$ cat config.mk
export PLATFORM = sky130hd
export DESIGN_NAME = rasterizer
export DESIGN_NICKNAME = d
export VERILOG_FILES = /design/src/hdl/rasterGeomPkg.sv /design/src/hdl/rasterStreamPkg.sv /design/src/hdl/edgeFunctionStepper.sv /design/src/hdl/edgeWalker.sv /design/src/hdl/fragmentFormatter.sv /design/src/hdl/rasterizer.sv
export VERILOG_INCLUDE_DIRS = /design/src /design/src/hdl
export SDC_FILE = /design/constraint.sdc
export NUM_CORES = 1
export LEC_CHECK = 0
export ABC_AREA = 1
export BUFFER_PORTS_ARGS = -buffer_cell sky130_fd_sc_hd__buf_2
export CAP_MARGIN = 30
export CORE_AREA = 8 8 158 272
export DETAILED_ROUTE_END_ITERATION = 6
export DIE_AREA = 0 0 166 280
export PLACE_DENSITY = 0.77
export RECOVER_POWER = 25
export SLEW_MARGIN = 15
export SYNTH_ARGS = -nofsm -noshare
export SYNTH_HDL_FRONTEND = slang
export SYNTH_HIERARCHICAL = 1
export SYNTH_SLANG_ARGS = --single-unit
$ cat constraint.sdc
create_clock -name clk -period 17.9 [get_ports clk]
set_clock_uncertainty 0.1 [all_clocks]
set_input_delay 0.895 -clock clk [delete_from_list [all_inputs] [get_ports clk]]
set_output_delay 0.895 -clock clk [all_outputs]
set_load 0.02 [all_outputs]
$ cat src/hdl/raster_defs.svh
// ==========================================================
// Shared sizing macros for the scanline rasterizer
// Include this file wherever screen size, attribute width or
// coordinate widths are needed; the guard below makes repeated
// inclusion from packages and modules harmless
// ==========================================================
`ifndef RASTER_DEFS_SVH
`define RASTER_DEFS_SVH

// Fixed screen size in pixels
`define X_RESOLUTION 128
`define Y_RESOLUTION 128

// One edge-function value or increment, two's complement
`define ATTRIBUTE_WIDTH 32

// Linear framebuffer address width, enough for 128 x 128 pixels
`define FB_INDEX_WIDTH 14

// Every coordinate in a fragment is packed into a field this wide
`define COORD_FIELD_WIDTH 16

// One extra bit so a walk may step one pixel past the screen edge
`define X_BIT_WIDTH ($clog2(`X_RESOLUTION) + 1)
`define Y_BIT_WIDTH ($clog2(`Y_RESOLUTION) + 1)

`endif

$ cat src/hdl/rasterGeomPkg.sv
// ==========================================================
// Geometry types of the rasterizer
// Screen positions, the triangle bounding box and the full
// triangle description that is sampled on a start pulse
// Modules pull these in by a wildcard import in their header
// ==========================================================
`include "raster_defs.svh"

package rasterGeomPkg;

    // Pixel position inside the screen, x and y are unsigned
    typedef struct packed {
        logic [`X_BIT_WIDTH-1:0] x;
        logic [`Y_BIT_WIDTH-1:0] y;
    } pixelPosT;

    // Bounding box of the triangle
    // The end coordinates are exclusive, so an empty box has start equal to end
    typedef struct packed {
        logic [`X_BIT_WIDTH-1:0] startX;
        logic [`Y_BIT_WIDTH-1:0] startY;
        logic [`X_BIT_WIDTH-1:0] endX;
        logic [`Y_BIT_WIDTH-1:0] endY;
    } boundingBoxT;

    // The three edge functions of a triangle
    // A pixel lies inside when all three are non-negative
    typedef struct packed {
        logic signed [`ATTRIBUTE_WIDTH-1:0] w0;
        logic signed [`ATTRIBUTE_WIDTH-1:0] w1;
        logic signed [`ATTRIBUTE_WIDTH-1:0] w2;
    } edgeValuesT;

    // Complete triangle setup, held stable by the source for the whole render
    typedef struct packed {
        edgeValuesT                    edgeStart;
        edgeValuesT                    edgeIncX;
        edgeValuesT                    edgeIncY;
        boundingBoxT                   bbox;
        logic [`COORD_FIELD_WIDTH-1:0] offsetY;
    } triangleAttrT;

endpackage

$ cat src/hdl/rasterStreamPkg.sv
// ==========================================================
// Control and output types of the rasterizer
// Step commands from the walker to the edge stepper, the walk
// sub-states and the fragment word of the output stream
// ==========================================================
`include "raster_defs.svh"

package rasterStreamPkg;

    // What the edge stepper does on the next clock edge
    typedef enum logic [2:0] {
        stepHold,
        stepLoad,
        stepPixelRight,
        stepPixelLeft,
        stepLineDown
    } stepCmdT;

    // Sub-states of the edge walk inside one triangle
    typedef enum logic [2:0] {
        wsInit,
        wsCheckDir,
        wsSearchEdge,
        wsWalkOut,
        wsWalk
    } walkStateT;

    // One covered pixel, 96 bits
    // fbIndex is zero-extended from the framebuffer index width
    typedef struct packed {
        logic [`ATTRIBUTE_WIDTH-1:0]   fbIndex;
        logic [`COORD_FIELD_WIDTH-1:0] screenY;
        logic [`COORD_FIELD_WIDTH-1:0] screenX;
        logic [`COORD_FIELD_WIDTH-1:0] relY;
        logic [`COORD_FIELD_WIDTH-1:0] relX;
    } fragmentT;

endpackage

$ cat src/hdl/edgeFunctionStepper.sv
// ==========================================================
// Incremental evaluation of the three triangle edge functions
// Holds the current walk position and the edge values there;
// the edge walker moves both with one command per cycle and
// every command takes effect on the next clock edge
// ==========================================================
`timescale 1ns/10ps

module edgeFunctionStepper
    import rasterGeomPkg::*;
    import rasterStreamPkg::*;
(
    input  logic         clk,
    input  triangleAttrT triangle,
    input  stepCmdT      stepCmd,
    output pixelPosT     position,
    output logic         insideTriangle
);

    // Edge function values at the current position
    edgeValuesT edges;

    // Adds an increment to all three edge values
    function automatic edgeValuesT addEdges(edgeValuesT a, edgeValuesT b);
        edgeValuesT sum;
        sum.w0 = a.w0 + b.w0;
        sum.w1 = a.w1 + b.w1;
        sum.w2 = a.w2 + b.w2;
        return sum;
    endfunction

    // Subtracts an increment from all three edge values
    function automatic edgeValuesT subEdges(edgeValuesT a, edgeValuesT b);
        edgeValuesT diff;
        diff.w0 = a.w0 - b.w0;
        diff.w1 = a.w1 - b.w1;
        diff.w2 = a.w2 - b.w2;
        return diff;
    endfunction

    // Position and edge values move together, one command per clock
    always_ff @(posedge clk)
    begin
        case (stepCmd)
            stepLoad:
            begin
                // Start at the top left corner of the box
                edges      <= triangle.edgeStart;
                position.x <= triangle.bbox.startX;
                position.y <= triangle.bbox.startY;
            end
            stepPixelRight:
            begin
                edges      <= addEdges(edges, triangle.edgeIncX);
                position.x <= position.x + 1'b1;
            end
            stepPixelLeft:
            begin
                edges      <= subEdges(edges, triangle.edgeIncX);
                position.x <= position.x - 1'b1;
            end
            stepLineDown:
            begin
                // Only y changes, x stays where the walk left the row
                edges      <= addEdges(edges, triangle.edgeIncY);
                position.y <= position.y + 1'b1;
            end
            default:
            begin
                // Hold keeps position and edge values
            end
        endcase
    end

    // Inside when no edge value is negative, so only the sign bits matter
    assign insideTriangle = !(edges.w0[`ATTRIBUTE_WIDTH-1] | edges.w1[`ATTRIBUTE_WIDTH-1]
                              | edges.w2[`ATTRIBUTE_WIDTH-1]);

endmodule

$ cat src/hdl/edgeWalker.sv
// ==========================================================
// Control FSM of the scanline rasterizer
// Waits for a start pulse, loads the triangle into the edge
// stepper and then walks the bounding box row by row, turning
// at the triangle edges; each cycle it picks one step command
// and raises fragValid for every covered pixel
// The whole walk freezes while fragReady is low
// ==========================================================
`timescale 1ns/10ps
`include "raster_defs.svh"

module edgeWalker
    import rasterGeomPkg::*;
    import rasterStreamPkg::*;
(
    input  logic         clk,
    input  logic         reset,
    input  logic         startRendering,
    input  triangleAttrT triangle,
    input  pixelPosT     position,
    input  logic         insideTriangle,
    input  logic         fragReady,
    output stepCmdT      stepCmd,
    output logic         capture,
    output logic         fragValid,
    output logic         rasterizerRunning
);

    // The walk ends when y reaches the box end or the last screen row
    localparam logic [`Y_BIT_WIDTH-1:0] yLimit = `Y_RESOLUTION;

    // Top level sequence, the walk itself lives in walkState
    typedef enum logic [1:0] {
        ctrlIdle,
        ctrlLoad,
        ctrlWalking
    } ctrlStateT;

    ctrlStateT ctrlState;
    walkStateT walkState;
    logic      walkRight;
    logic      tryOtherSide;
    logic      insideBox;
    logic      insideAll;
    logic      rowActive;

    // Only x is checked, rows beyond the box end the walk through rowActive
    assign insideBox = (position.x >= triangle.bbox.startX) && (position.x < triangle.bbox.endX);
    assign insideAll = insideTriangle && insideBox;
    assign rowActive = (position.y < triangle.bbox.endY) && (position.y < yLimit);

    // Step selection for the edge stepper
    always_comb
    begin
        stepCmd = stepHold;
        if (ctrlState == ctrlLoad)
            stepCmd = stepLoad;
        else if ((ctrlState == ctrlWalking) && fragReady)
        begin
            // No step while the direction is checked after a line increment,
            // this keeps x from running past the box on the row change
            if (walkState == wsCheckDir)
                stepCmd = stepHold;
            else if ((walkState == wsWalk) && !insideAll)
                stepCmd = stepLineDown;
            else if (walkRight)
                stepCmd = stepPixelRight;
            else
                stepCmd = stepPixelLeft;
        end
    end

    // The formatter samples the position on every active walk cycle
    assign capture = (ctrlState == ctrlWalking) && fragReady;

    always_ff @(posedge clk)
    begin
        if (reset)
        begin
            ctrlState         <= ctrlIdle;
            walkState         <= wsInit;
            walkRight         <= 1'b1;
            tryOtherSide      <= 1'b0;
            fragValid         <= 1'b0;
            rasterizerRunning <= 1'b0;
        end
        else
        begin
            case (ctrlState)
                ctrlIdle:
                begin
                    fragValid <= 1'b0;
                    if (startRendering)
                    begin
                        rasterizerRunning <= 1'b1;
                        ctrlState         <= ctrlLoad;
                    end
                end
                ctrlLoad:
                begin
                    // The stepper loads the start corner in this same cycle
                    walkState    <= wsInit;
                    walkRight    <= 1'b1;
                    tryOtherSide <= 1'b0;
                    fragValid    <= 1'b0;
                    ctrlState    <= ctrlWalking;
                end
                ctrlWalking:
                begin
                    if (fragReady)
                    begin
                        // Valid only where a state below marks the pixel as covered
                        fragValid <= 1'b0;
                        if (!rowActive)
                        begin
                            // Below the box or the screen, nothing more can be hit
                            rasterizerRunning <= 1'b0;
                            ctrlState         <= ctrlIdle;
                        end
                        else
                        begin
                            case (walkState)
                                wsInit:
                                begin
                                    // The start corner may already be covered
                                    if (insideAll)
                                    begin
                                        fragValid <= 1'b1;
                                        walkState <= wsWalk;
                                    end
                                    else
                                        walkState <= wsSearchEdge;
                                end
                                wsCheckDir:
                                begin
                                    // Inside after the line step means we must first walk out
                                    // in the old direction, otherwise the triangle is assumed
                                    // to lie behind us
                                    if (insideTriangle)
                                        walkState <= wsWalkOut;
                                    else
                                    begin
                                        walkRight <= !walkRight;
                                        walkState <= wsSearchEdge;
                                    end
                                end
                                wsSearchEdge:
                                begin
                                    if (insideAll)
                                    begin
                                        tryOtherSide <= 1'b0;
                                        fragValid    <= 1'b1;
                                        walkState    <= wsWalk;
                                    end
                                    else if (position.x == triangle.bbox.endX)
                                    begin
                                        // Right box edge reached without a hit
                                        // A second failed pass means the row is empty,
                                        // wsWalk then triggers the line step
                                        if (walkRight && tryOtherSide)
                                        begin
                                            tryOtherSide <= 1'b0;
                                            walkState    <= wsWalk;
                                        end
                                        else
                                        begin
                                            tryOtherSide <= 1'b1;
                                            walkRight    <= 1'b0;
                                        end
                                    end
                                    else if (position.x == triangle.bbox.startX)
                                    begin
                                        // Same retry rule mirrored for the left box edge
                                        if (!walkRight && tryOtherSide)
                                        begin
                                            tryOtherSide <= 1'b0;
                                            walkState    <= wsWalk;
                                        end
                                        else
                                        begin
                                            tryOtherSide <= 1'b1;
                                            walkRight    <= 1'b1;
                                        end
                                    end
                                end
                                wsWalkOut:
                                begin
                                    // Leave the triangle or the box, then turn and search
                                    if (!insideTriangle
                                        || (position.x == triangle.bbox.startX)
                                        || (position.x >= triangle.bbox.endX))
                                    begin
                                        walkRight <= !walkRight;
                                        walkState <= wsSearchEdge;
                                    end
                                end
                                wsWalk:
                                begin
                                    // Emit covered pixels until the far edge is crossed
                                    if (insideAll)
                                        fragValid <= 1'b1;
                                    else
                                        walkState <= wsCheckDir;
                                end
                                default:
                                    walkState <= wsInit;
                            endcase
                        end
                    end
                end
                default:
                    ctrlState <= ctrlIdle;
            endcase
        end
    end

endmodule

$ cat src/hdl/fragmentFormatter.sv
// ==========================================================
// Fragment formatting for the output stream
// On each capture the current walk position is turned into a
// framebuffer index, a screen position and a box-relative
// position; the result is registered so it lines up with
// fragValid one cycle later
// ==========================================================
`timescale 1ns/10ps
`include "raster_defs.svh"

module fragmentFormatter
    import rasterGeomPkg::*;
    import rasterStreamPkg::*;
(
    input  logic         clk,
    input  logic         capture,
    input  pixelPosT     position,
    input  triangleAttrT triangle,
    output fragmentT     fragment
);

    logic [`COORD_FIELD_WIDTH-1:0] posX;
    logic [`COORD_FIELD_WIDTH-1:0] posY;
    logic [`COORD_FIELD_WIDTH-1:0] boxX;
    logic [`COORD_FIELD_WIDTH-1:0] boxY;
    logic [`FB_INDEX_WIDTH-1:0]    fbIndex;

    // Widen the coordinates to the packed field width first
    assign posX = `COORD_FIELD_WIDTH'(position.x);
    assign posY = `COORD_FIELD_WIDTH'(position.y);
    assign boxX = `COORD_FIELD_WIDTH'(triangle.bbox.startX);
    assign boxY = `COORD_FIELD_WIDTH'(triangle.bbox.startY);

    // The framebuffer is stored bottom row first, so y is flipped
    assign fbIndex = `FB_INDEX_WIDTH'(((`Y_RESOLUTION - 1) - posY) * `X_RESOLUTION + posX);

    // Fields of the pixel that was current on the capture cycle
    always_ff @(posedge clk)
    begin
        if (capture)
        begin
            fragment.fbIndex <= `ATTRIBUTE_WIDTH'(fbIndex);
            // offsetY places this triangle's rows in the full screen
            fragment.screenY <= posY + triangle.offsetY;
            fragment.screenX <= posX;
            fragment.relY    <= posY - boxY;
            fragment.relX    <= posX - boxX;
        end
    end

endmodule

$ cat src/hdl/rasterizer.sv
// ==========================================================
// Top level of the scanline rasterizer
// Pulse startRendering with a stable triangle description;
// covered pixels leave as fragments on a valid/ready stream
// until rasterizerRunning falls
// ==========================================================
`timescale 1ns/10ps

module rasterizer
    import rasterGeomPkg::*;
    import rasterStreamPkg::*;
(
    input  logic         clk,
    input  logic         reset,
    input  logic         startRendering,
    input  triangleAttrT triangle,
    input  logic         fragReady,
    output logic         rasterizerRunning,
    output logic         fragValid,
    output fragmentT     fragment
);

    stepCmdT  stepCmd;
    pixelPosT position;
    logic     insideTriangle;
    logic     capture;

    // Control FSM, owns valid and the running flag
    edgeWalker edgeWalker_inst (
        .clk               (clk),
        .reset             (reset),
        .startRendering    (startRendering),
        .triangle          (triangle),
        .position          (position),
        .insideTriangle    (insideTriangle),
        .fragReady         (fragReady),
        .stepCmd           (stepCmd),
        .capture           (capture),
        .fragValid         (fragValid),
        .rasterizerRunning (rasterizerRunning)
    );

    // Edge values and walk position
    edgeFunctionStepper edgeFunctionStepper_inst (
        .clk            (clk),
        .triangle       (triangle),
        .stepCmd        (stepCmd),
        .position       (position),
        .insideTriangle (insideTriangle)
    );

    // Fragment data, registered on the same edge as fragValid
    fragmentFormatter fragmentFormatter_inst (
        .clk      (clk),
        .capture  (capture),
        .position (position),
        .triangle (triangle),
        .fragment (fragment)
    );

endmodule

# [Yosys cells after proc, flatten, opt, wreduce, memory -nomap -nowiden]
# Cells that the tools add are included.
[word_totals] regBits=191 wordCells=151 output_inout_bits=98
[op_classes] n_lt_le_gt_ge=5 n_addsub=17 n_reduce_logical=28 n_eq_ne=29 n_mux=54 bitwise_logic=2
[ops] op="$pmux W96 S4" n=1
[ops] op="$add A32 B32 Y32" n=6
[ops] op="$sub A32 B32 Y32" n=3
[ops] op="$mux W3" n=14
[ops] op="$mux W1" n=26
[ops] op="$pmux W8 S3" n=1
[ops] op="$sub A8 B8 Y9" n=2
[ops] op="$add A8 B1 Y8 const B" n=2
[ops] op="$add A8 B16 Y16" n=1
[ops] op="$eq A8 B8 Y1" n=2
[ops] op="$ge A8 B8 Y1" n=2
[ops] op="$lt A8 B8 Y1" n=2
[ops] op="$pmux W8 S2" n=1
[ops] op="$ne A5 B4 Y1 const B" n=3
[ops] op="$pmux W3 S5" n=1
[ops] op="$add A14 B8 Y14" n=1
[ops] op="$eq A3 B2 Y1 const B" n=4
[ops] op="$ne A4 B4 Y1 const B" n=3
[ops] op="$reduce_and A10 Y1" n=1
[ops] op="$ne A3 B3 Y1 const B" n=3
[ops] op="$lt A8 B8 Y1 const B" n=1
[ops] op="$ne A2 B2 Y1 const B" n=4
[ops] op="$ne A4 B3 Y1 const B" n=2
[ops] op="$pmux W1 S2" n=4
[ops] op="other kinds (28)" n=45

# [Depth between registers and ports, before layout]
[depth] ltp_word=12 depth_mapped=36 depth_no_buf=35

# [Cells and area by module]
# The synthesis kept the hierarchy.
[modules_own_cells] module="edgeFunctionStepper" cells_each=2305 seq_area_each_um2=3363.2 area_per_inst_um2=14652.8 n_inst=1
[modules_own_cells] module="fragmentFormatter" cells_each=347 seq_area_each_um2=1471.4 area_per_inst_um2=3253.1 n_inst=1
[modules_own_cells] module="edgeWalker" cells_each=249 seq_area_each_um2=180.2 area_per_inst_um2=1453.9 n_inst=1

# [Worst setup path after synthesis]
# No wires, ideal clock.
[synth_timing] kind="register to register" startpoint="register edgeWalker_inst.ctrlState[0]" endpoint="register edgeFunctionStepper_inst/edges[0] (netlist bit), enable pin" arrival_time_ns=5.499 setup_ns=1.144 path_stages_with_launch=13 path_slack_ns=11.157 n_path_buf=3 cell_sequence="dfxtp_1 > inv_1 > ha_1 > clkbuf_1 > nand2_1 > inv_1 > nand3b_1 > o21ai_0 > inv_1 > nand3_2 > clkbuf_1 > clkbuf_1 > nand3_1"
[synth_via] elab_chain_len=6
[synth_lines] element="from (decl)" line="edgeWalker.sv:39" text="ctrlStateT ctrlState;"
[synth_lines] element="from (signal assigned)" line="edgeWalker.sv:80" text="ctrlState <= ctrlIdle;"
[synth_lines] element="from (signal assigned)" line="edgeWalker.sv:96" text="ctrlState <= ctrlLoad;"
[synth_lines] element="from (signal assigned)" line="edgeWalker.sv:106" text="ctrlState <= ctrlWalking;"
[synth_lines] element="$eq A2 B2 Y1 *"
[synth_lines] element="$logic_and A1 B1 Y1 *"
[synth_lines] element="via capture" line="rasterizer.sv:26" text="logic capture;"
[synth_lines] element="$mux W3 *" line="edgeWalker.sv:58" text="else if ((ctrlState == ctrlWalking) && fragReady)"
[synth_lines] element="$mux W3 *" line="edgeWalker.sv:56" text="if (ctrlState == ctrlLoad)"
[synth_lines] element="via stepCmd[0]" line="rasterizer.sv:23" text="stepCmdT stepCmd;"
[synth_lines] element="$eq A3 B3 Y1 (tied with other cells)" line="edgeFunctionStepper.sv:44" text="case (stepCmd)"
[synth_lines] element="$reduce_bool A4 Y1 (no line) *"
[synth_lines] element="to (signal assigned)" line="edgeFunctionStepper.sv:48" text="edges <= triangle.edgeStart;"
[synth_lines] element="to (signal assigned)" line="edgeFunctionStepper.sv:54" text="edges <= addEdges(edges, triangle.edgeIncX);"
[synth_lines] element="to (signal assigned)" line="edgeFunctionStepper.sv:59" text="edges <= subEdges(edges, triangle.edgeIncX);"
[synth_lines] element="to (decl)" line="edgeFunctionStepper.sv:21" text="edgeValuesT edges;"
# The timed path passes the listed nets; every way through them passes the cells marked *.
# A chain may end at the register's enable or synchronous reset.

# [Final worst setup path]
[layout_timing] startpoint="register edgeFunctionStepper_inst/edges[95] (netlist bit)" endpoint="register edgeFunctionStepper_inst/edges[52] (netlist bit), data pin"
[layout_via] elab_chain_len=12
[layout_lines] element="$or A1 B1 Y1 * (2 in series)" line="edgeFunctionStepper.sv:76" text="assign insideTriangle = !(edges.w0[`ATTRIBUTE_WIDTH-1] | edges.w1[`ATTRIBUTE_WIDTH-1]"
[layout_lines] element="$logic_not A1 Y1 *" line="edgeFunctionStepper.sv:76"
[layout_lines] element="via insideTriangle" line="rasterizer.sv:25" text="logic insideTriangle;"
[layout_lines] element="$logic_and A1 B1 Y1 *" line="edgeWalker.sv:49" text="assign insideAll = insideTriangle && insideBox;"
[layout_lines] element="$logic_not A1 Y1 *" line="edgeWalker.sv:64" text="else if ((walkState == wsWalk) && !insideAll)"
[layout_lines] element="$logic_and A1 B1 Y1 *" line="edgeWalker.sv:64"
[layout_lines] element="$mux W3 *" line="edgeWalker.sv:64"
[layout_lines] element="$mux W3 *" line="edgeWalker.sv:62" text="if (walkState == wsCheckDir)"
[layout_lines] element="$mux W3 *" line="edgeWalker.sv:58"
[layout_lines] element="$mux W3 *" line="edgeWalker.sv:56"
[layout_lines] element="via stepCmd[0]" line="rasterizer.sv:23"
[layout_lines] element="$eq A3 B3 Y1 (tied with other cells)" line="edgeFunctionStepper.sv:44"
[layout_lines] element="$pmux W96 S4 *" line="edgeFunctionStepper.sv:44"
# Marks and branches as above.

==> flow_metrics.tcl <==
set metrics [dict create \
    outcome "complete, no violations" \
    placed_cells 3736 \
    clk_pin_slew_ns 0.08 \
    synthCells 2901 \
    cts-root-buf "clkbuf_16" \
    numCtsBuffers 17 \
    die_area_mm2 0.0465 \
    antenna_left 0 \
    worstPathRequired_ns 18.01 \
    final_hold_viol_count 0 \
    num_rows 97 \
    num_vias 21800 \
    setup_ws_ns 10.99 \
    irDropWorstVdd_uv 49.5 \
    yosysUniqueCellTypes 61 \
    crit_fanout 61 \
    drv_cap 0 \
    async_flop_share_pct 0 \
    setup_viol 0 \
    grt.total_usage_pct 32.2 \
    synth_ff_type "edfxtp_1" \
    area_growth_pct 14.5 \
    tightest_slew_ns 0.884 \
    rsz0062_at_grt "no" \
    dp_hpwl_um 62800 \
    p_total_w 0.00200 \
    cts_hold_buf 0 \
    antenna_found_initial 26 \
    cp.arrival_ns 7.02 \
    end_kind "flip-flop" \
    vias_per_cell 5.76 \
    coreArea_mm2 0.0394 \
    placed_area_mm2 0.0216 \
    maxSlewHeadroom_pct 41.1 \
    drtIter0Drc 1593 \
    min_period_ns 6.91 \
    cts.sinks 170 \
    syn_area_per_cell_um2 6.67 \
    synth_edf_count 161 \
    grt_pass1_wl_um 116000 \
    slew_viol_final 0 \
    start_util_pct 49.1 \
    syn_area_mm2 0.0194 \
    clkLatencyLatePin_ns 0.47 \
    design_area_mm2 0.0222 \
    pwr_density_cell_mw_per_mm2 90.0 \
    globalplace.congestion 1.02 \
    routed_wl_um 77400 \
    cp-start-kind "flip-flop" \
    overflow 0 \
    cts_htree_levels 4 \
    ys_ff_latch 170 \
    layout.cells.non_filler 3783 \
    cts_resized 0 \
    period_share_pct 38.6 \
    wl_per_cell_um 20.5 \
    grt_pass1_vias 21500 \
    hold_path.class "flip-flop to flip-flop" \
    yosys_warnings 6 \
    cts_setup_buffers 0 \
    cellLeakagePower_nw 10.5 \
    pre_cts_ws_ns 10.77 \
    drtPass1Iterations 6 \
    drive_gt1_share_pct 15.3 \
    die_y_um 280 \
    yosysSeqAreaShare_pct 25.9 \
    grt_max_degree 79 \
    fmax_mhz 145 \
    nets 3769 \
    drc 0 \
    io_buffers 411 \
    die_w_um 166 \
    num_io_pins 438 \
    worstSetupPathType "flip-flop to flip-flop" \
    cts_tree "built" \
    clk_path_buf_depth 2 \
    final.setup.tns_ns 0 \
]
==> registers in the layout (all words and copies together) (netlist names), 2 cells and up <==
register                           count
edgeWalker_inst/walkState              3
edgeFunctionStepper_inst/edges        96
edgeWalker_inst/ctrlState              2
edgeFunctionStepper_inst/position     16
fragmentFormatter_inst/fragment       49
==> synth_stat cells, drive strengths merged (8+ instances only) <==
| cell | count | area, um^2 |
|---|---|---|
| nand2 | 818 | 3130 |
| inv | 314 | 1180 |
| nor2 | 313 | 1280 |
| nand3 | 239 | 1210 |
| o21ai | 227 | 1150 |
| a21oi | 178 | 906 |
| edfxtp | 161 | 4830 |
| ha | 161 | 2010 |
| buf | 83 | 556 |
| xor2 | 46 | 403 |
| nand4 | 44 | 275 |
| xnor2 | 38 | 333 |
| a22oi | 36 | 270 |
| nor3 | 31 | 183 |
| or2 | 27 | 169 |
| clkbuf | 24 | 90.1 |
| nand3b | 22 | 165 |
| a31oi | 20 | 125 |
| o22ai | 20 | 125 |
| nor4 | 12 | 75.1 |
| o21a | 11 | 82.6 |
| dfxtp | 9 | 180 |
| a21o | 8 | 60.1 |
==> worst max-delay path, cell delays in order (launching register included) <==
cell      delay, ns
edfxtp_1       0.49
nor3_1         0.47
inv_1          0.09
nor2_1         0.16
nand3_1        0.10
a21oi_1        0.20
nand2_2        0.16
nand3_1        0.12
nand3b_1       0.10
o21ai_0        0.41
inv_1          0.22
nand3_4        0.48
buf_4          0.65
inv_1          0.43
buf_4          0.32
o21ai_0        0.20
ha_1           0.22
inv_1          0.09
fa_1           0.43
o21ai_2        0.29
nand3_1        0.12
nand2_1        0.16
a21boi_0       0.15
or2_2          0.30
nand3_1        0.07
nand2_1        0.07
==> through the flow <==
stage,hold WS [ns],util [%]
floorplan,0.369,-
global placement,0.338,54.7
detailed placement,0.357,54.8
CTS,0.368,56.2
global route,0.394,56.1
finish,0.367,56.2
==> where the power goes <==
| group | leakage (nW) | internal, W | switching, W |
|---|---|---|---|
| sequential | 1.56 | 0.000542 | 0.0000470 |
| combinational | 8.66 | 0.000343 | 0.000678 |
| clock | 0.269 | 0.000195 | 0.000190 |
| total | 10.5 | 0.00108 | 0.000915 |
==> logic make-up (layout without fill, tap and decap cells) <==
kind of cell / count (synthesis) / in the layout / share of synthesized area, %
AND/OR/NAND/NOR: 1511 / 1511 / 33.7
AO/OA/AOI/OAI: 545 / 545 / 16.0
buffers and inverters: 422 / 770 / 9.44
flip-flops: 170 / 170 / 25.9
adder cells (fa/ha/maj): 168 / 168 / 11.1
XOR/XNOR: 84 / 84 / 3.80
other: 1 / 40 / 0.0194
==> worst paths after layout <==
path                            slack, ns                            endpoint                          startpoint  cells after the start
worst max-delay path                10.99  edgeFunctionStepper_inst/edges[52]  edgeFunctionStepper_inst/edges[95]                     25
worst min-delay path                 0.37   edgeWalker_inst/rasterizerRunning   edgeWalker_inst/rasterizerRunning                      2
worst max register to register      10.99  edgeFunctionStepper_inst/edges[52]  edgeFunctionStepper_inst/edges[95]                     25
worst min register to register       0.37   edgeWalker_inst/rasterizerRunning   edgeWalker_inst/rasterizerRunning                      2
==> layout make-up <==
| class | instances | area, um^2 |
|---|---|---|
| multi-input cells | 2334 | 12600 |
| diodes | 14 | 35.0 |
| well taps | 495 | 619 |
| clock buffers | 18 | 429 |
| repair buffers | 423 | 2120 |
| fillers | 4031 | 17300 |
| flip-flops and latches | 170 | 5010 |
| clock inverters | 14 | 139 |
| inverters | 315 | 1180 |
==> layout by cell type (no fill, tap or decap), drive strengths merged, types with 2 or more instances in the layout <==
master      n
nand4      44
o22ai      20
nand3b     22
fa          7
a32o        7
edfxtp    161
xnor2      38
xor2       46
ha        161
clkinv      6
and2        4
nor3       31
a221oi      3
o31ai       2
buf       375
nand3     239
nor2      313
clkinvlp    3
a32oi       2
diode      14
a21boi      6
o21ai     227
dfxtp       9
o21bai      6
a21o        8
o211ai      6
a21oi     178
inv       319
a22oi      36
a31oi      20
o21a       11
o221ai      7
conb       26
or2        27
nor4       12
nand2     818
clkbuf     66
==> routing by layer <==
metal / global-route usage (%) / part of all wire, %
met4: 23.7 / 7.5
met5: 0 / 0.25
met1: 31.5 / 34
met3: 8.34 / 8.7
met2: 58.0 / 49
(Power assumes the default switching activity.)
